## config.mk

```make
export PLATFORM = sky130hd
export DESIGN_NAME = fmaUnit
export DESIGN_NICKNAME = d
export VERILOG_FILES = /design/src/fmaFormatPkg.sv /design/src/fmaCtrlPkg.sv /design/src/fmaMulIf.sv /design/src/fmaNormIf.sv /design/src/fmaMulAlign.sv /design/src/fmaAddNorm.sv /design/src/fmaRound.sv /design/src/fmaUnit.sv
export VERILOG_INCLUDE_DIRS = /design/src
export SDC_FILE = /design/constraint.sdc
export NUM_CORES = 1
export LEC_CHECK = 0
export ABC_CLOCK_PERIOD_IN_PS = 13200
export BUFFER_PORTS_ARGS = -buffer_cell sky130_fd_sc_hd__buf_4
export CAP_MARGIN = 20
export CORE_MARGIN = 3
export CORE_UTILIZATION = 42
export DETAILED_ROUTE_END_ITERATION = 7
export PLACE_DENSITY = 0.68
export SYNTH_ARGS = -nofsm -noshare
export SYNTH_HDL_FRONTEND = slang
export SYNTH_HIERARCHICAL = 1
export SYNTH_SLANG_ARGS = --single-unit
```

## constraint.sdc

```tcl
create_clock -name clk -period 13.2 [get_ports clk]
set_input_delay 2.64 -clock clk [delete_from_list [all_inputs] [get_ports clk]]
set_output_delay 2.64 -clock clk [all_outputs]
set_load 0.01 [all_outputs]
```

## src/fmaHalf_consts.svh

```systemverilog
`ifndef FMA_HALF_CONSTS_SVH
`define FMA_HALF_CONSTS_SVH

// binary16 field layout
`define HALF_EXP_W	5	// biased exponent field
`define HALF_MAN_W	10	// stored fraction
`define HALF_BIAS	15

//////////////////////////////
// datapath widths
//////////////////////////////

`define SIG_W		11	// fraction plus hidden one
`define PROD_W		22	// full significand product
`define SUM_W		36	// addend window plus product plus jam bit
`define EXP_INT_W	8	// signed internal exponent, covers both overflow and flush range

`endif

```

## src/fmaFormatPkg.sv

```systemverilog
`default_nettype none

package fmaFormatPkg;

	// operand class after unpacking
	// subnormals land in clsZero
	typedef enum logic [2:0] {
		clsZero		= 3'd0,
		clsNormal	= 3'd1,
		clsInf		= 3'd2,
		clsQnan		= 3'd3,
		clsSnan		= 3'd4	// quiet bit clear, fraction nonzero
	} opClassT;

	// result decided up front in stage 1
	// anything but spNone bypasses the rounding datapath
	typedef enum logic [2:0] {
		spNone		= 3'd0,	// use adder result
		spInvalid	= 3'd1,	// snan in, 0*inf, inf-inf
		spQnan		= 3'd2,	// quiet nan propagation
		spInf		= 3'd3,	// signed infinity
		spZero		= 3'd4	// exact zero from zero operands
	} specialT;

endpackage

`default_nettype wire

```

## src/fmaCtrlPkg.sv

```systemverilog
`default_nettype none

package fmaCtrlPkg;

	// rounding mode in risc-v frm encoding
	typedef enum logic [2:0] {
		rmRne	= 3'd0,	// nearest, ties to even
		rmRtz	= 3'd1,	// toward zero
		rmRdn	= 3'd2,	// toward -inf
		rmRup	= 3'd3,	// toward +inf
		rmRmm	= 3'd4	// nearest, ties away
	} roundModeT;

	// per-op exception flags, no divide by zero
	typedef struct packed {
		logic invalid;		// bit 3
		logic overflow;
		logic underflow;
		logic inexact;		// bit 0
	} fmaFlagsT;

endpackage

`default_nettype wire

```

## src/fmaMulIf.sv

```systemverilog
`timescale 1ns/1ps
`default_nettype none
`include "fmaHalf_consts.svh"

// stage 1 register contents, product plus aligned addend
interface fmaMulIf;
	import fmaFormatPkg::*;
	import fmaCtrlPkg::*;

	logic					valid;
	logic					productSign;
	logic [`PROD_W-1:0]			product;	// 2.20 fixed point
	logic [`SUM_W-1:0]			addend;		// aligned, bit 0 left clear for jam
	logic					addendSign;
	logic					addendSticky;	// OR of shifted-out addend bits
	logic					killProd;	// product reduced to a jam bit
	logic signed [`EXP_INT_W-1:0]		prodExp;	// biased exp of window bit PROD_W-1
	specialT				special;
	logic					specialSign;
	roundModeT				roundMode;

	modport mulSide (
		output valid, productSign, product, addend, addendSign, addendSticky,
		output killProd, prodExp, special, specialSign, roundMode
	);

	modport sumSide (
		input valid, productSign, product, addend, addendSign, addendSticky,
		input killProd, prodExp, special, specialSign, roundMode
	);

endinterface

`default_nettype wire

```

## src/fmaNormIf.sv

```systemverilog
`timescale 1ns/1ps
`default_nettype none
`include "fmaHalf_consts.svh"

// normalized magnitude going into the rounder
interface fmaNormIf;

	logic [`SIG_W+1:0]			normSig;	// 1.f, guard, round
	logic					sticky;
	logic					resultSign;
	logic signed [`EXP_INT_W-1:0]		resultExp;	// biased, unbounded
	logic					sumZero;	// exact cancellation

	modport normSide (
		output normSig, sticky, resultSign, resultExp, sumZero
	);

	modport roundSide (
		input normSig, sticky, resultSign, resultExp, sumZero
	);

endinterface

`default_nettype wire

```

## src/fmaMulAlign.sv

```systemverilog
`timescale 1ns/1ps
`default_nettype none
`include "fmaHalf_consts.svh"

module fmaMulAlign (
	input logic			clk,
	input logic			rstN,
	input logic			inValid,
	input logic [15:0]		opA,
	input logic [15:0]		opB,
	input logic [15:0]		opC,
	input fmaCtrlPkg::roundModeT	roundMode,
	fmaMulIf.mulSide		mul
);
	import fmaFormatPkg::*;
	import fmaCtrlPkg::*;

	localparam int alignOff = `SUM_W - `PROD_W - 1;	// addend msb slot above product 1.0
	localparam int maxShift = `SUM_W + 4;		// past this everything is sticky

	opClassT				clsA, clsB, clsC;
	logic [`HALF_EXP_W-1:0]			expA, expB, expC;
	logic [`SIG_W-1:0]			sigC;
	logic					signC, prodSign;
	logic					nanA, nanB;
	logic					prodZero, prodInf, cZero, anySnan, anyNan, isInvalid;
	logic [`PROD_W-1:0]			prodSig;
	logic signed [`EXP_INT_W-1:0]		prodExpRaw, shiftRaw, winExp;
	logic					kill;
	logic [5:0]				shiftAmt;
	logic [2*`SUM_W-1:0]			alignWide;
	specialT				spec;
	logic					specSign;

	function automatic opClassT classify(input logic [15:0] op);
		logic [`HALF_EXP_W-1:0] e;
		logic [`HALF_MAN_W-1:0] m;
		e = op[`HALF_MAN_W +: `HALF_EXP_W];
		m = op[`HALF_MAN_W-1:0];
		if (e == '0)
			classify = clsZero;	// subnormal flushed here
		else if (e != '1)
			classify = clsNormal;
		else if (m == '0)
			classify = clsInf;
		else if (m[`HALF_MAN_W-1])
			classify = clsQnan;
		else
			classify = clsSnan;
	endfunction

	//////////////////////////////
	// unpack and multiply
	//////////////////////////////

	assign clsA = classify(opA);
	assign clsB = classify(opB);
	assign clsC = classify(opC);
	assign expA = opA[`HALF_MAN_W +: `HALF_EXP_W];
	assign expB = opB[`HALF_MAN_W +: `HALF_EXP_W];
	assign expC = opC[`HALF_MAN_W +: `HALF_EXP_W];
	assign signC = opC[15];
	assign prodSign = opA[15] ^ opB[15];

	assign nanA = (clsA == clsQnan) || (clsA == clsSnan);
	assign nanB = (clsB == clsQnan) || (clsB == clsSnan);
	assign cZero = (clsC == clsZero);
	assign prodZero = (clsA == clsZero) || (clsB == clsZero);
	assign prodInf = ((clsA == clsInf) || (clsB == clsInf)) && !nanA && !nanB;

	// zero operand must not leave a stray jam bit
	assign prodSig = prodZero ? '0 :
		{1'b1, opA[`HALF_MAN_W-1:0]} * {1'b1, opB[`HALF_MAN_W-1:0]};
	assign sigC = cZero ? '0 : {1'b1, opC[`HALF_MAN_W-1:0]};

	//////////////////////////////
	// addend alignment
	//////////////////////////////

	assign prodExpRaw = `EXP_INT_W'(expA) + `EXP_INT_W'(expB) - `EXP_INT_W'(`HALF_BIAS);
	assign shiftRaw = prodExpRaw - `EXP_INT_W'(expC) + `EXP_INT_W'(alignOff);

	// addend too far above, or nothing to add to it
	assign kill = !cZero && (prodZero || (shiftRaw < 0));
	assign shiftAmt = kill ? 6'd0 : (shiftRaw > maxShift) ? 6'(maxShift) : shiftRaw[5:0];
	assign winExp = kill ? `EXP_INT_W'(expC) - `EXP_INT_W'(alignOff) : prodExpRaw;

	// sigC starts one below the window top, bits under window bit 1 go to sticky
	assign alignWide = {1'b0, sigC, {(2*`SUM_W-1-`SIG_W){1'b0}}} >> shiftAmt;

	//////////////////////////////
	// special results
	//////////////////////////////

	assign anySnan = (clsA == clsSnan) || (clsB == clsSnan) || (clsC == clsSnan);
	assign anyNan = nanA || nanB || (clsC == clsQnan) || anySnan;
	assign isInvalid = anySnan || (prodInf && prodZero) ||
		(prodInf && (clsC == clsInf) && (prodSign != signC));

	always_comb begin
		spec = spNone;
		specSign = 1'b0;
		if (isInvalid) begin
			spec = spInvalid;
		end else if (anyNan) begin
			spec = spQnan;
		end else if (prodInf) begin
			spec = spInf;
			specSign = prodSign;
		end else if (clsC == clsInf) begin
			spec = spInf;
			specSign = signC;
		end else if (prodZero && cZero) begin
			spec = spZero;	// unlike signs give +0, -0 only in rdn
			specSign = (prodSign == signC) ? signC : (roundMode == rmRdn);
		end
	end

	// stage boundary
	always_ff @(posedge clk) begin
		if (!rstN)
			mul.valid <= 1'b0;
		else
			mul.valid <= inValid;
	end

	always_ff @(posedge clk) begin
		if (inValid) begin
			mul.productSign <= prodSign;
			mul.product <= prodSig;
			mul.addend <= {alignWide[2*`SUM_W-1:`SUM_W+1], 1'b0};
			mul.addendSign <= signC;
			mul.addendSticky <= |alignWide[`SUM_W:0];
			mul.killProd <= kill;
			mul.prodExp <= winExp;
			mul.special <= spec;
			mul.specialSign <= specSign;
			mul.roundMode <= roundMode;
		end
	end

	// nothing can come out of the register on the first cycle out of reset
	assert property (@(posedge clk) $rose(rstN) |-> !mul.valid)
		else $error("fmaMulAlign: valid high right after reset release");

endmodule

`default_nettype wire

```

## src/fmaAddNorm.sv

```systemverilog
`timescale 1ns/1ps
`default_nettype none
`include "fmaHalf_consts.svh"

module fmaAddNorm (
	fmaMulIf.sumSide	mul,
	fmaNormIf.normSide	norm
);

	localparam int lzW = 6;

	logic [`SUM_W-1:0]	prodWin;	// product in window coordinates
	logic [`SUM_W-1:0]	addWin;		// aligned addend with jam bit
	logic [`SUM_W:0]	diff;		// extra bit catches a negative result
	logic [`SUM_W-1:0]	sumMag;
	logic [`SUM_W-1:0]	normWin;
	logic			effSub;
	logic			sumSign;
	logic [lzW-1:0]		lzCount;

	function automatic logic [lzW-1:0] countLz(input logic [`SUM_W-1:0] v);
		logic found;
		countLz = lzW'(`SUM_W);	// all zero
		found = 1'b0;
		for (int i = `SUM_W - 1; i >= 0; i--) begin
			if (v[i] && !found) begin
				countLz = lzW'(`SUM_W - 1 - i);
				found = 1'b1;
			end
		end
	endfunction

	//////////////////////////////
	// operand placement
	//////////////////////////////

	// product 1.0 sits on window bit PROD_W-1, bit 0 stays free
	// a killed product only survives as the jam bit
	assign prodWin = mul.killProd ?
		{{(`SUM_W-1){1'b0}}, |mul.product} :
		{{(`SUM_W-`PROD_W-1){1'b0}}, mul.product, 1'b0};

	// jam the sticky so a subtract borrows from it
	assign addWin = {mul.addend[`SUM_W-1:1], mul.addendSticky};

	assign effSub = mul.productSign ^ mul.addendSign;
	assign diff = {1'b0, prodWin} - {1'b0, addWin};

	always_comb begin
		if (!effSub) begin
			sumMag = prodWin + addWin;	// cannot carry out of the window
			sumSign = mul.productSign;
		end else if (diff[`SUM_W]) begin
			sumMag = ~diff[`SUM_W-1:0] + 1'b1;	// addend was larger
			sumSign = mul.addendSign;
		end else begin
			sumMag = diff[`SUM_W-1:0];
			sumSign = mul.productSign;
		end
	end

	//////////////////////////////
	// normalize
	//////////////////////////////

	assign lzCount = countLz(sumMag);
	assign normWin = sumMag << lzCount;	// msb lands on window top

	assign norm.normSig = normWin[`SUM_W-1 -: `SIG_W+2];
	assign norm.sticky = (|normWin[`SUM_W-`SIG_W-3:0]) | mul.addendSticky;
	assign norm.resultSign = sumSign;
	assign norm.sumZero = (sumMag == '0);

	// window top is SUM_W-PROD_W binades above the product reference bit
	assign norm.resultExp = mul.prodExp + `EXP_INT_W'(`SUM_W - `PROD_W) -
		`EXP_INT_W'(lzCount);

endmodule

`default_nettype wire

```

## src/fmaRound.sv

```systemverilog
`timescale 1ns/1ps
`default_nettype none
`include "fmaHalf_consts.svh"

module fmaRound (
	input logic			clk,
	input logic			rstN,
	fmaMulIf.sumSide		mul,
	fmaNormIf.roundSide		norm,
	output logic			outValid,
	output logic [15:0]		result,
	output fmaCtrlPkg::fmaFlagsT	flags
);
	import fmaFormatPkg::*;
	import fmaCtrlPkg::*;

	localparam logic [15:0] canonNan = 16'h7E00;
	localparam int expMax = (1 << `HALF_EXP_W) - 1;	// all ones, inf and nan

	logic [`SIG_W-1:0]		mant;
	logic				lsb, rndBit, stkBit, inexact, rndUp, ovfToInf;
	logic [`SIG_W:0]		rounded;	// one extra for the carry
	logic [`SIG_W-1:0]		mantOut;
	logic signed [`EXP_INT_W-1:0]	finalExp;
	logic [15:0]			resNext;
	fmaFlagsT			flagsNext;

	//////////////////////////////
	// round by mode
	//////////////////////////////

	assign mant = norm.normSig[`SIG_W+1:2];
	assign lsb = norm.normSig[2];
	assign rndBit = norm.normSig[1];
	assign stkBit = norm.normSig[0] | norm.sticky;
	assign inexact = rndBit | stkBit;

	always_comb begin
		case (mul.roundMode)
			rmRtz: rndUp = 1'b0;
			rmRdn: rndUp = norm.resultSign & inexact;
			rmRup: rndUp = ~norm.resultSign & inexact;
			rmRmm: rndUp = rndBit;
			default: rndUp = rndBit & (stkBit | lsb);	// rne
		endcase
	end

	assign rounded = {1'b0, mant} + (`SIG_W+1)'(rndUp);
	// carry out means 10.000, step the exponent
	assign mantOut = rounded[`SIG_W] ? rounded[`SIG_W:1] : rounded[`SIG_W-1:0];
	assign finalExp = norm.resultExp + `EXP_INT_W'(rounded[`SIG_W]);

	// overflow goes to inf unless the mode rounds toward zero for this sign
	always_comb begin
		case (mul.roundMode)
			rmRtz: ovfToInf = 1'b0;
			rmRdn: ovfToInf = norm.resultSign;
			rmRup: ovfToInf = ~norm.resultSign;
			default: ovfToInf = 1'b1;	// rne, rmm
		endcase
	end

	//////////////////////////////
	// result select
	//////////////////////////////

	always_comb begin
		flagsNext = '0;
		case (mul.special)
			spInvalid: begin
				resNext = canonNan;
				flagsNext.invalid = 1'b1;
			end
			spQnan: resNext = canonNan;	// quiet nan raises nothing
			spInf: resNext = {mul.specialSign, `HALF_EXP_W'(expMax), `HALF_MAN_W'(0)};
			spZero: resNext = {mul.specialSign, 15'd0};
			default: begin
				if (norm.sumZero) begin
					resNext = {mul.roundMode == rmRdn, 15'd0};	// exact cancel
				end else if (finalExp >= expMax) begin
					resNext = ovfToInf ?
						{norm.resultSign, `HALF_EXP_W'(expMax), `HALF_MAN_W'(0)} :
						{norm.resultSign, `HALF_EXP_W'(expMax - 1), {`HALF_MAN_W{1'b1}}};
					flagsNext.overflow = 1'b1;
					flagsNext.inexact = 1'b1;
				end else if (finalExp < 1) begin
					// tiny after rounding, flush
					resNext = {norm.resultSign, 15'd0};
					flagsNext.underflow = 1'b1;
					flagsNext.inexact = 1'b1;
				end else begin
					resNext = {norm.resultSign, finalExp[`HALF_EXP_W-1:0],
						mantOut[`HALF_MAN_W-1:0]};
					flagsNext.inexact = inexact;
				end
			end
		endcase
	end

	// stage 2 output register
	always_ff @(posedge clk) begin
		if (!rstN) begin
			outValid <= 1'b0;
			result <= '0;
			flags <= '0;
		end else begin
			outValid <= mul.valid;
			if (mul.valid) begin
				result <= resNext;
				flags <= flagsNext;
			end
		end
	end

	assert property (@(posedge clk) disable iff (!rstN)
		outValid && flags.overflow |-> flags.inexact)
		else $error("fmaRound: overflow without inexact");

	assert property (@(posedge clk) disable iff (!rstN)
		outValid && flags.invalid |-> result == canonNan)
		else $error("fmaRound: invalid with non-canonical result %h", result);

endmodule

`default_nettype wire

```

## src/fmaUnit.sv

```systemverilog
`timescale 1ns/1ps
`default_nettype none

module fmaUnit (
	input logic		clk,
	input logic		rstN,
	input logic		inValid,
	input logic [15:0]	opA,
	input logic [15:0]	opB,
	input logic [15:0]	opC,
	input logic [2:0]	roundMode,	// frm encoding
	output logic		outValid,
	output logic [15:0]	result,
	output logic [3:0]	flags		// invalid, overflow, underflow, inexact
);
	import fmaCtrlPkg::*;

	roundModeT	rmIn;
	fmaFlagsT	flagsOut;

	assign rmIn = roundModeT'(roundMode);
	assign flags = flagsOut;

	fmaMulIf	mulBus ();	// stage 1 register
	fmaNormIf	normBus ();	// stage 2 combinational path

	fmaMulAlign mulAlign (
		.clk		(clk),
		.rstN		(rstN),
		.inValid	(inValid),
		.opA		(opA),
		.opB		(opB),
		.opC		(opC),
		.roundMode	(rmIn),
		.mul		(mulBus.mulSide)
	);

	fmaAddNorm addNorm (
		.mul	(mulBus.sumSide),
		.norm	(normBus.normSide)
	);

	fmaRound round (
		.clk		(clk),
		.rstN		(rstN),
		.mul		(mulBus.sumSide),
		.norm		(normBus.roundSide),
		.outValid	(outValid),
		.result		(result),
		.flags		(flagsOut)
	);

endmodule

`default_nettype wire

```

# Word level (Yosys, flattened, before mapping)
# Cells that the tools add are included.
[classes] n_addsub=12 multipliers=1 magnitude_cmp=4 n_eq_ne=23 n_shift=2 mux=116 n_bitwise=11 reduce_logical=109
[op_table] operator="$mux 6" count=38
[op_table] operator="$mux 36" count=2
[op_table] operator="$shr 71x6->72" count=1
[op_table] operator="$pmux 16 s3" count=1
[op_table] operator="$mux 1" count=47
[op_table] operator="$mux 3" count=15
[op_table] operator="$logic_and 1x1->1" count=42
[op_table] operator="$logic_not 1->1" count=38
[op_table] operator="$reduce_or 37->1" count=1
[op_table] operator="$sub 36x36->37" count=1
[op_table] operator="$add 36x1->36 const B" count=1
[op_table] operator="$add 36x36->36" count=1
[op_table] operator="$logic_not 36->1" count=1
[op_table] operator="$not 36->36" count=1
[op_table] operator="$shl 36x6->36" count=1
[op_table] operator="$eq 3x2->1 const B" count=11
[op_table] operator="$logic_not 10->1" count=3
[op_table] operator="$mux 15" count=2
[op_table] operator="$mux 23" count=1
[op_table] operator="$reduce_or 23->1" count=1
[op_table] operator="$mul 11x11->22" count=1
[op_table] operator="$mux 11" count=2
[op_table] operator="$reduce_or 22->1" count=1
[op_table] operator="$add 8x4->8 const B" count=2
[op_table] operator="other kinds (31)" count=63
[totals] register_bits=98

# Depth between registers and ports, before layout
# Gate-level depths: netlist of run 1.
[logic_depth] depth_word=127 mapped_depth=48 mapped_depth_nobuf=44

# By module
# The synthesis of run 1 kept the hierarchy.
[by_module_without_submodules] module="fmaAddNorm" n_inst=1 cells_each=1446 area_per_inst_um2=9527.9
[by_module_without_submodules] module="fmaMulAlign" n_inst=1 cells_each=933 area_per_inst_um2=8768.4
[by_module_without_submodules] module="fmaRound" n_inst=1 cells_each=209 area_per_inst_um2=1560.2

# Least setup slack after synthesis of run 1
# OpenSTA, ideal clock, no wires.
[synth_timing] kind="register to register" startpoint="reg mulAlign.mul.product[7]" endpoint="reg round.result[0]" setup_ps=70 arrival_ps=9849 slack_ps=3280 stages_incl_launch_ff=43 synth_period_minus_slack_ps=9920 path_cell_list="edfxtp_1 > or4_1 > o41ai_1 > ha_1 > fa_1 > nand2b_2 > a211oi_2 > or3_4 > a2111oi_4 > and3_1 > o21a_1 > nand3_1 > or3_1 > or4_1 > a21oi_2 > o211ai_2 > or4_4 > or4_1 > (+7 left out) > o21ai_1 > or2_2 > nor3_1 > a211oi_1 > ha_1 > nand3_1 > nor2_1 > nand4_1 > nor2_1 > ha_1 > and4_1 > buf_6 > xor2_2 > a211oi_2 > a311oi_2 > nor2_2 > or4_1 > a21oi_1"
[synth_between] elab_chain_len=127 elab_cells_between_ends=175 classes_between="add/sub: 6; order compare: 2; shift: 1; mux: 84; bitwise: 9; reduce/logical: 73"
[synth_lines] element="start, declared" line_no="fmaMulIf.sv:23" rtl="output valid, productSign, product, addend, addendSign, addendSticky,"
[synth_lines] element="start signal, assigned" line_no="fmaMulAlign.sv:130" rtl="mul.product <= prodSig;"
[synth_lines] element="$reduce_or 22->1" line_no="fmaAddNorm.sv:40" rtl="{{(`SUM_W-1){1'b0}}, |mul.product} :"
[synth_lines] element="$mux 23 *" line_no="fmaAddNorm.sv:39" rtl="assign prodWin = mul.killProd ?"
[synth_lines] element="$sub 36x36->37" line_no="fmaAddNorm.sv:47" rtl="assign diff = {1'b0, prodWin} - {1'b0, addWin};"
[synth_lines] element="$not 36->36" line_no="fmaAddNorm.sv:54" rtl="sumMag = ~diff[`SUM_W-1:0] + 1'b1;"
[synth_lines] element="$add 36x1->36" line_no="fmaAddNorm.sv:54"
[synth_lines] element="$mux 36" line_no="fmaAddNorm.sv:53" rtl="end else if (diff[`SUM_W]) begin"
[synth_lines] element="$mux 36 *" line_no="fmaAddNorm.sv:50" rtl="if (!effSub) begin"
[synth_lines] element="$mux 1" line_no="fmaAddNorm.sv:26" rtl="if (v[i] && !found) begin"
[synth_lines] element="(+108 left out)"
[synth_lines] element="via normBus.sticky" line_no="fmaNormIf.sv:9" rtl="logic sticky;"
[synth_lines] element="(+3 left out)"
[synth_lines] element="$pmux 1 s4 *" line_no="fmaRound.sv:39" rtl="case (mul.roundMode)"
[synth_lines] element="$add 11x1->12 *" line_no="fmaRound.sv:48" rtl="assign rounded = {1'b0, mant} + (`SIG_W+1)'(rndUp);"
[synth_lines] element="$add 8x1->8" line_no="fmaRound.sv:51" rtl="assign finalExp = norm.resultExp + `EXP_INT_W'(rounded[`SIG_W]);"
[synth_lines] element="$lt 8x2->1" line_no="fmaRound.sv:86" rtl="end else if (finalExp < 1) begin"
[synth_lines] element="$mux 15" line_no="fmaRound.sv:86"
[synth_lines] element="$mux 15 *" line_no="fmaRound.sv:80" rtl="end else if (finalExp >= expMax) begin"
[synth_lines] element="$mux 16 *" line_no="fmaRound.sv:78" rtl="if (norm.sumZero) begin"
[synth_lines] element="$pmux 16 s3 *" line_no="fmaRound.sv:69" rtl="case (mul.special)"
[synth_lines] element="end signal, assigned" line_no="fmaRound.sv:109" rtl="result <= resNext;"
[synth_lines] element="end, declared" line_no="fmaRound.sv:11" rtl="output logic [15:0] result,"
# The timed path passes the listed nets; every way through them passes the cells marked *.
# A chain may end at the register's enable or synchronous reset.

# Worst setup path in the final report of run 1
[layout_timing] startpoint="reg mulAlign.mul.killProd" endpoint="reg round.result[0]"
[layout_between] elab_chain_len=126 elab_cells_between_ends=174 classes_between="add/sub: 6; order compare: 2; shift: 1; mux: 84; bitwise: 9; reduce/logical: 72"
[layout_lines] element="start, declared" line_no="fmaMulIf.sv:24" rtl="output killProd, prodExp, special, specialSign, roundMode"
[layout_lines] element="start signal, assigned" line_no="fmaMulAlign.sv:134" rtl="mul.killProd <= kill;"
[layout_lines] element="$mux 23 *" line_no="fmaAddNorm.sv:39"
[layout_lines] element="$sub 36x36->37" line_no="fmaAddNorm.sv:47"
[layout_lines] element="$not 36->36" line_no="fmaAddNorm.sv:54"
[layout_lines] element="$add 36x1->36" line_no="fmaAddNorm.sv:54"
[layout_lines] element="$mux 36" line_no="fmaAddNorm.sv:53"
[layout_lines] element="$mux 36 *" line_no="fmaAddNorm.sv:50"
[layout_lines] element="$mux 1" line_no="fmaAddNorm.sv:26"
[layout_lines] element="$logic_not 1->1" line_no="fmaAddNorm.sv:26"
[layout_lines] element="(+107 left out)"
[layout_lines] element="via normBus.sticky" line_no="fmaNormIf.sv:9"
[layout_lines] element="(+3 left out)"
[layout_lines] element="$pmux 1 s4 *" line_no="fmaRound.sv:39"
[layout_lines] element="$add 11x1->12 *" line_no="fmaRound.sv:48"
[layout_lines] element="$add 8x1->8" line_no="fmaRound.sv:51"
[layout_lines] element="$lt 8x2->1" line_no="fmaRound.sv:86"
[layout_lines] element="$mux 15" line_no="fmaRound.sv:86"
[layout_lines] element="$mux 15 *" line_no="fmaRound.sv:80"
[layout_lines] element="$mux 16 *" line_no="fmaRound.sv:78"
[layout_lines] element="$pmux 16 s3 *" line_no="fmaRound.sv:69"
# Marks and branches as above.

==> impl_summary.md, run 1 <==
Run status
The flow ran to the end, and the final reports show no timing, DRC or antenna violations.

Power and ir drop
The areal power density over the cells is between 200 and 300 mW/mm2. The power after layout is around 6.2 mW. The share of total power dissipated in combinational logic is between 80% and 90%.

The internal power is roughly 2.5 mW. Summed over all cells, the static leakage comes to between 8 and 9 nW. VDD sags by at most roughly 0.12 mV. In this run switching power makes up 60.0% of total power. In this run, flip-flops and latches consume 9.8% of the power. The switching component of the power is between 3 and 4 mW. Per report_power, the clock group accounts for under 10% of the total.

CTS
The clock sink count is 96. The number of buffers inserted during clock tree synthesis is 9. The number of setup buffers added after CTS is 0. The clock transition at the registers of the reported paths is around 0.070 ns. After clock tree synthesis, the flow added hold-fix buffers numbering 0.

CTS built an H-tree with a depth of 3. The CTS tree is yes. After clock tree synthesis, the repair step resized 0 gates. The maximum buffer depth of the clock tree is 2. The root buffer cell chosen for the clock tree is sky130_fd_sc_hd__clkbuf_16. The clock latency reported for the late side of the worst-skew pair is 0.36 ns.

Run
The tool flagged a number of max-cap violations equal to 0.

Setup path
The kind of end point of the critical path is a flop. For this design, the slowest cell found on the critical path is sky130_fd_sc_hd__edfxtp_1. The worst setup path is of the flop to flop kind. In this design, the largest share of critical-path delay is due to compound AO/OA/AOI/OAI gates. The cell repeated most along the worst path is sky130_fd_sc_hd__ha_1. In this run the worst path has a maximum fanout of 34. Together, buffers and inverters on the worst path number 4. The data required time at the worst endpoint is approximately 13 ns. For the worst setup path, the data arrival time is about 13 ns. The largest single stage delay on the critical path is 0.78 ns. The worst setup path is launched from a flop.

STA
The final hold slack is roughly 0.46 ns. Setup violations remaining at the end of the flow were counted as 0. Of the available clock period, the critical path in the final layout requires 92.8%.

The max-slew violation total from the final report is 0. The actual transition at the worst max-transition pin is around 1.2 ns. Across the routed clock network, the largest skew measured is about 0.014 ns. The post-route setup TNS is 0 ns.

Measured against its own limit, the worst slew margin works out to 20.8%. The peak clock frequency supported by timing is 81.6 MHz. Setup repair after global routing left no endpoint under its margin. The clock period minus worst slack is 12.26 ns. The count of endpoints failing hold in the final timing report came to 0.

Detailed routing
The vias after detailed routing is 20456. Once detail routing completed, the nets flagged for antenna violations numbered 0. Using the TritonRoute via totals, the vias-per-cell ratio works out to between 6 and 7. The number of detailed-routing iterations run before antenna repair is 8. The sum of routed wire length over all layers is slightly below 70000 um. The number of design-rule violations left by the first detailed-router iteration is about 2200. The average detailed-routed wire length per instance is roughly 22 um.

The DRC violation count after routing is 0.

Floorplanning
The effective utilization at floorplan is between 40% and 50%. The standard cell core area is roughly 0.047 mm2. Pin placement for this block handled between 70 and 80 I/O pins. The die span in y is between 200 and 250 um. The floorplan has slightly below 80 rows. From left edge to right edge, the die measures approximately 220 um. The floorplan step defined a die boundary enclosing 0.0499 mm2.

Yosys
In this run the cell area of the synthesized design comes to ~0.02 mm2. The synthesis warning total is 6. The mean area per synthesized cell is 7.67 um2. Counting every net in the synthesized netlist gives between 2000 and 3000. Counting every instance in the synthesized netlist gives between 2000 and 3000.

Final layout
The antenna diode instance count is 0. Once layout is complete, the utilization of the core stands at a little under half. Relative to the synthesized area, the layout overhead comes to 6.42%. The top cell types in the final layout, fill and taps aside, are 236 x sky130_fd_sc_hd__nor2_1, 205 x sky130_fd_sc_hd__nand2_1, 188 x sky130_fd_sc_hd__inv_1, 166 x sky130_fd_sc_hd__a21oi_1, 144 x sky130_fd_sc_hd__ha_1. The final-stage net count is 2849. The commonest non-fill, non-tap cell in the layout is sky130_fd_sc_hd__nor2_1. In the final layout, the share of cells above drive strength 1 is between 10% and 20%.

Placement
After legalization and detailed placement, the total HPWL measured about 56000 um. The count of buffers from port buffering is 74. At the end of routability-driven placement, the weighted congestion stood at slightly above 1.

Global route
The number of global-route vias before repair is roughly 20000. The remaining global-route overflow is 0. The number of antenna violations at the first check in global routing is 0. The aggregate global-route resource usage is between 20% and 30%. The global-route wire length before repair is ~110000 um. The pin count of the biggest net entering global routing is 76.

Hold path
The worst min-delay path category is flop to flop.
## layer usage
layer	global-route usage [%]	share of wire (%)
met1	35.9	42
met2	44.4	46
met3	3.03	7.8
met4	9.99	3.7
met5	0	0
## layout make-up
type                            instances  area (um2)
Sequential cell                        96        2660
Fill cell                            4697       25500
Clock buffer                           10         239
Clock inverter                          6        57.6
Timing Repair Buffer                  106         808
Tap cell                              607         759
Multi-Input combinational cell       2156       15900
Inverter                              197         742
## worst register-to-register path: cells and delay by family, from the launching register on
kind,cells,cell delay [ns]
AND/OR/NAND/NOR,15,4.22
adder cells (fa/ha/maj),3,1.15
buffers and inverters,4,0.94
AO/OA/AOI/OAI,18,5.12
flip-flops,1,0.78
## through the flow
stage / cells / cell area [um2] / setup slack [ns]
after floorplan: 2587 / 19800 / 3.28
after global placement: 3162 / 20800 / 1.49
after detailed placement: 3162 / 20800 / 1.26
after CTS: 3178 / 21100 / 1.20
after global routing: 3178 / 21100 / 0.158
final: 3178 / 21100 / 0.945
## sequential cells by signal, summed over array words and instances (netlist names)
register and count:
mulAlign/mul.addend 34, mulAlign/mul.addendSign 1, mulAlign/mul.addendSticky 1, mulAlign/mul.killProd 1, mulAlign/mul.prodExp 7, mulAlign/mul.product 22, mulAlign/mul.productSign 1, mulAlign/mul.roundMode 3
mulAlign/mul.special 3, mulAlign/mul.specialSign 1, mulAlign/mul.valid 1, round/flags 4, round/outValid 1, round/result 16
## power groups by stage
stage	registers (mW)	logic, mW	clock network [mW]
floorplan	0.548	3.88	0
global placement	0.610	5.17	0
detailed placement	0.615	5.20	0
CTS	0.609	5.23	0.266
global route	0.626	5.85	0.276
finish	0.612	5.37	0.259
## path summary, 6_finish.rpt
path                              start               to  slack (ns)  depth (start not counted)
setup / recovery  mulAlign/mul.killProd  round/result[0]        0.94                         40
hold / removal           round/flags[1]   round/flags[1]        0.46                          2
setup reg to reg  mulAlign/mul.killProd  round/result[0]        0.94                         40
hold reg to reg          round/flags[1]   round/flags[1]        0.46                          2
Power figures use the tool's default switching activity.
==> run 2, diff against run 1 <==
SYNTH_HIERARCHICAL = not set   (was 1)
==> impl_summary.md, run 2 <==
Run status
The flow ran to the end, and the final reports show no timing, DRC or antenna violations.

Setup path
The critical path starts at mulAlign.mul.product[16]. The startpoint of the worst register-to-register path is mulAlign.mul.product[16]. The arrival time at the worst endpoint is 12.49 ns (-0.06 ns).

The master of the slowest instance on the critical path is sky130_fd_sc_hd__or4_4. The critical path is of the flop to flop type. The cell repeated most along the worst path is sky130_fd_sc_hd__a21oi_1. STA classifies the critical path startpoint as a flop.

The reg-to-reg endpoint is round.result[1]. The cell depth of the worst flop-to-flop path was 52 (+30%). The maximum cell stage delay along the critical path is 0.63 ns (-0.15 ns). The data required time at the worst endpoint is 13.47 ns (-0.02 ns). The kind of end point of the critical path is a flop.

The end point of the critical path is round.result[1]. The worst-path maximum fanout was 14 (-59%). The reg-to-reg setup timing slack is 0.99 ns (+0.04 ns).

Yosys
The fraction of the mapped netlist area in compound gates is 27.2%. By count the netlist is led by 225 x sky130_fd_sc_hd__nand2_1, 197 x sky130_fd_sc_hd__nor2_1, 193 x sky130_fd_sc_hd__inv_1. The proportion of netlist area held by the largest area contributor is 11.8%. The number of distinct library cells after synthesis is approximately 120. The post-synthesis instance area is 0.0191 mm2 (-3.9%). The dominant cell by count in the synthesized netlist is sky130_fd_sc_hd__nand2_1. The synthesis warning total is 0 (-6). The synthesized net count was 2768 (-3.6%).

Summing the areas of all fa, ha and maj instances in the mapped netlist gives between 10% and 20% of the synthesized area. The xor and xnor fraction of the mapped netlist area is 4.36%. Sorting the synthesized cells by area gives the leading types as sky130_fd_sc_hd__edfxtp_1 12%, sky130_fd_sc_hd__ha_1 9.3%, sky130_fd_sc_hd__fa_1 8.9%. The synthesis-stage register bit count is 97. The mean area per synthesized cell is 7.67 um2 (about the same). The dominant combinational cell family by area after synthesis is compound AO/OA/AOI/OAI gates. Of the synthesized area, sequential elements account for 14.1%. The number of cells produced by synthesis was 2487 (-3.9%). Summed over all instances, the cell type with the most area after synthesis is sky130_fd_sc_hd__edfxtp_1. The synthesized netlist devotes around 25% of its cell area to simple gates. The number of enable-type register cells in the synthesized netlist is 75. The dominant register cell in the synthesized netlist is sky130_fd_sc_hd__edfxtp_1. The proportion of synthesized area in mux cells is between 3 and 4%. Of all flip-flops after synthesis, the portion carrying an async set or reset was 0%.

Final layout
mulAlign.mul.addend holds more flip-flops than any other register. The antenna diode instance count came to 0 (unchanged). The flip-flop count of the largest register after layout is 34 (unchanged).

In the layout the commonest cells are 225 x sky130_fd_sc_hd__nand2_1, 197 x sky130_fd_sc_hd__nor2_1, 193 x sky130_fd_sc_hd__inv_1, 154 x sky130_fd_sc_hd__a21oi_1, 143 x sky130_fd_sc_hd__buf_4. From synthesis to final layout, the design area changed by 9.39%. The largest registers in the layout are mulAlign.mul.addend (34), mulAlign.mul.product (22), round.result (16). The final-stage net count is 2801 (-1.7%). The fraction of layout cells with a size suffix above 1 is 11.0% (+0.43 points). The share of the core filled with cells is 46.9% (+1.6 points). The commonest non-fill, non-tap cell in the layout is sky130_fd_sc_hd__nand2_1.

STA
Setup repair after global routing left no endpoint under its margin. The actual transition at the worst max-transition pin is 1.05 ns (-0.132 ns). The clock period minus worst slack is 12.21 ns (-0.0422 ns). The max-slew violation total from the final report is 0 (unchanged). The setup clock skew after layout is 0.0100 ns (-0.00437 ns).

The post-route setup TNS came to 0 ns (unchanged). The worst slew margin relative to its limit came to 29.4% (+8.7 points). The final worst-path cycle share came to 92.5% (-0.32 points).

The final hold slack is 0.471 ns (+0.00693 ns). The count of endpoints failing setup in the final report is 0 (unchanged). The count of endpoints failing hold in the final timing report is 0 (unchanged). The peak clock frequency supported by timing is 81.9 MHz (+0.35%).

Floorplanning
The standard cell core area is 0.0445 mm2 (-4.6%). The die span in y is 219 um (-1.9%). The floorplan die width was 219 um (-1.9%).

The die area was 0.0480 mm2 (-3.8%). The number of standard-cell rows in the floorplan is 77 (-2.5%). The top-level I/O count is 75 (unchanged). The effective utilization at floorplan came to 42.8% (+0.29 points).

CTS
The clock sink count is 97 (+1.0%). The clock transition at the registers of the reported paths is 0.07 ns (about the same). The quantity of hold-fixing buffers added after cts is 0 (unchanged). The clock latency reported for the late side of the worst-skew pair is 0.36 ns (about the same). The number of buffers inserted during clock tree synthesis is 9 (unchanged).

The cell at the root of the clock tree is sky130_fd_sc_hd__clkbuf_16. The number of H-tree levels is 3 (unchanged). The maximum buffer depth of the clock tree was 2 (unchanged). TritonCTS built the clock tree.

Placement
The count of buffers from port buffering is 74 (unchanged). The routability congestion estimate is 1.01 (+0.26%). The final HPWL from detailed placement is 59300 um (+6.7%).

Hold path
The worst min-delay path category is flop to flop.

Detailed routing
The sum of met3 wire segment lengths after detailed routing was 6370 um (+20%). The average detailed-routed wire length per instance is 23.4 um (+8.7%). The number of detailed-routing iterations run before antenna repair is 5 (-3). The routed length on met2 is 31400 um (-0.95%).

The total routed wire length on the met1 layer is 32300 um (+12%). The sum of routed wire length over all layers came to 72900 um (+6.6%). Signal routing reaches up to met4. The number of nets with antenna violations after routing is 0 (unchanged). The DRC violation count after routing is 0 (unchanged).

The vias after detailed routing is 20306 (-0.73%). The number of design-rule violations left by the first detailed-router iteration was 2244 (+0.045%). The via-per-instance ratio is 6.51 (+1.2%).

Global route
The global-route wire length before repair is 112000 um (+3.0%). The pin count of the biggest net entering global routing is 77 (+1.3%). The number of antenna violations at the first check in global routing was 0 (unchanged). The aggregate global-route resource usage is 29.8% (+3.0 points). The remaining global-route overflow is 0 (unchanged). The number of global-route vias before repair is 19051 (-2.6%).

Run
The max capacitance violation total is 0 (unchanged).
[run 2: cell families (layout without fill, tap and decap cells)]
group / Yosys count / count (layout)
AO/OA/AOI/OAI: 742 / 743
multiplexers: 60 / 60
XOR/XNOR: 95 / 95
AND/OR/NAND/NOR: 944 / 944
buffers and inverters: 322 / 359
flip-flops: 97 / 97
adder cells (fa/ha/maj): 227 / 227
[run 2: stage by stage]
step | worst slack, ns | instances | cell area, um2
after detailed placement | 0.754 | 3096 | 20400
after global placement | 1.05 | 3096 | 20400
after global routing | 0.0340 | 3117 | 20900
after CTS | 0.710 | 3112 | 20700
final | 0.987 | 3117 | 20900
after floorplan | 2.07 | 2487 | 19100
[run 2: repair_timing]
item	in CTS	in global routing
endpoints found under the setup margin	0	18
gates resized for setup	0	26
endpoints found under the hold margin	0	0
setup buffers	0	4
[run 2: worst max-delay path: cells and delay by family, from the launching register on]
family	cells	cell delay, ns
and+or+nand+nor	19	4.67
DFF	1	0.39
muxes	1	0.32
adders and majority gates	6	1.50
buffers and inverters	6	0.72
AOI/OAI and AO/OA	20	4.51
[run 2: how the worst min path moves through the flow]
stage	depth (start not counted)	startpoint	slack, ns	to
after floorplan	2	round.result[7]	0.49	round.result[7]
after global placement	2	round.result[7]	0.45	round.result[7]
after detailed placement	2	round.result[7]	0.46	round.result[7]
after CTS	2	round.result[7]	0.48	round.result[7]
after global routing	2	round.result[4]	0.51	round.result[4]
final	2	round.result[7]	0.47	round.result[7]
[run 2: per-layer routing]
layer | vias up | GRT usage, %
met5 | - | 0
met3 | 180 | 4.53
li1 | 9245 | -
met4 | 0 | 10.5
met2 | 1036 | 45.3
met1 | 9845 | 42.9
[run 2: cell type report]
class,count,area (um2)
fillers,4475,23700
multi-input cells,2069,15300
inverters,197,742
well taps,592,741
clock buffers,10,250
repair buffers,146,1120
clock inverters,6,55.1
flip-flops and latches,97,2690
Power of run 2 is not shown: default switching activity piles up to over one toggle a cycle in this logic, so the estimate is an artifact.
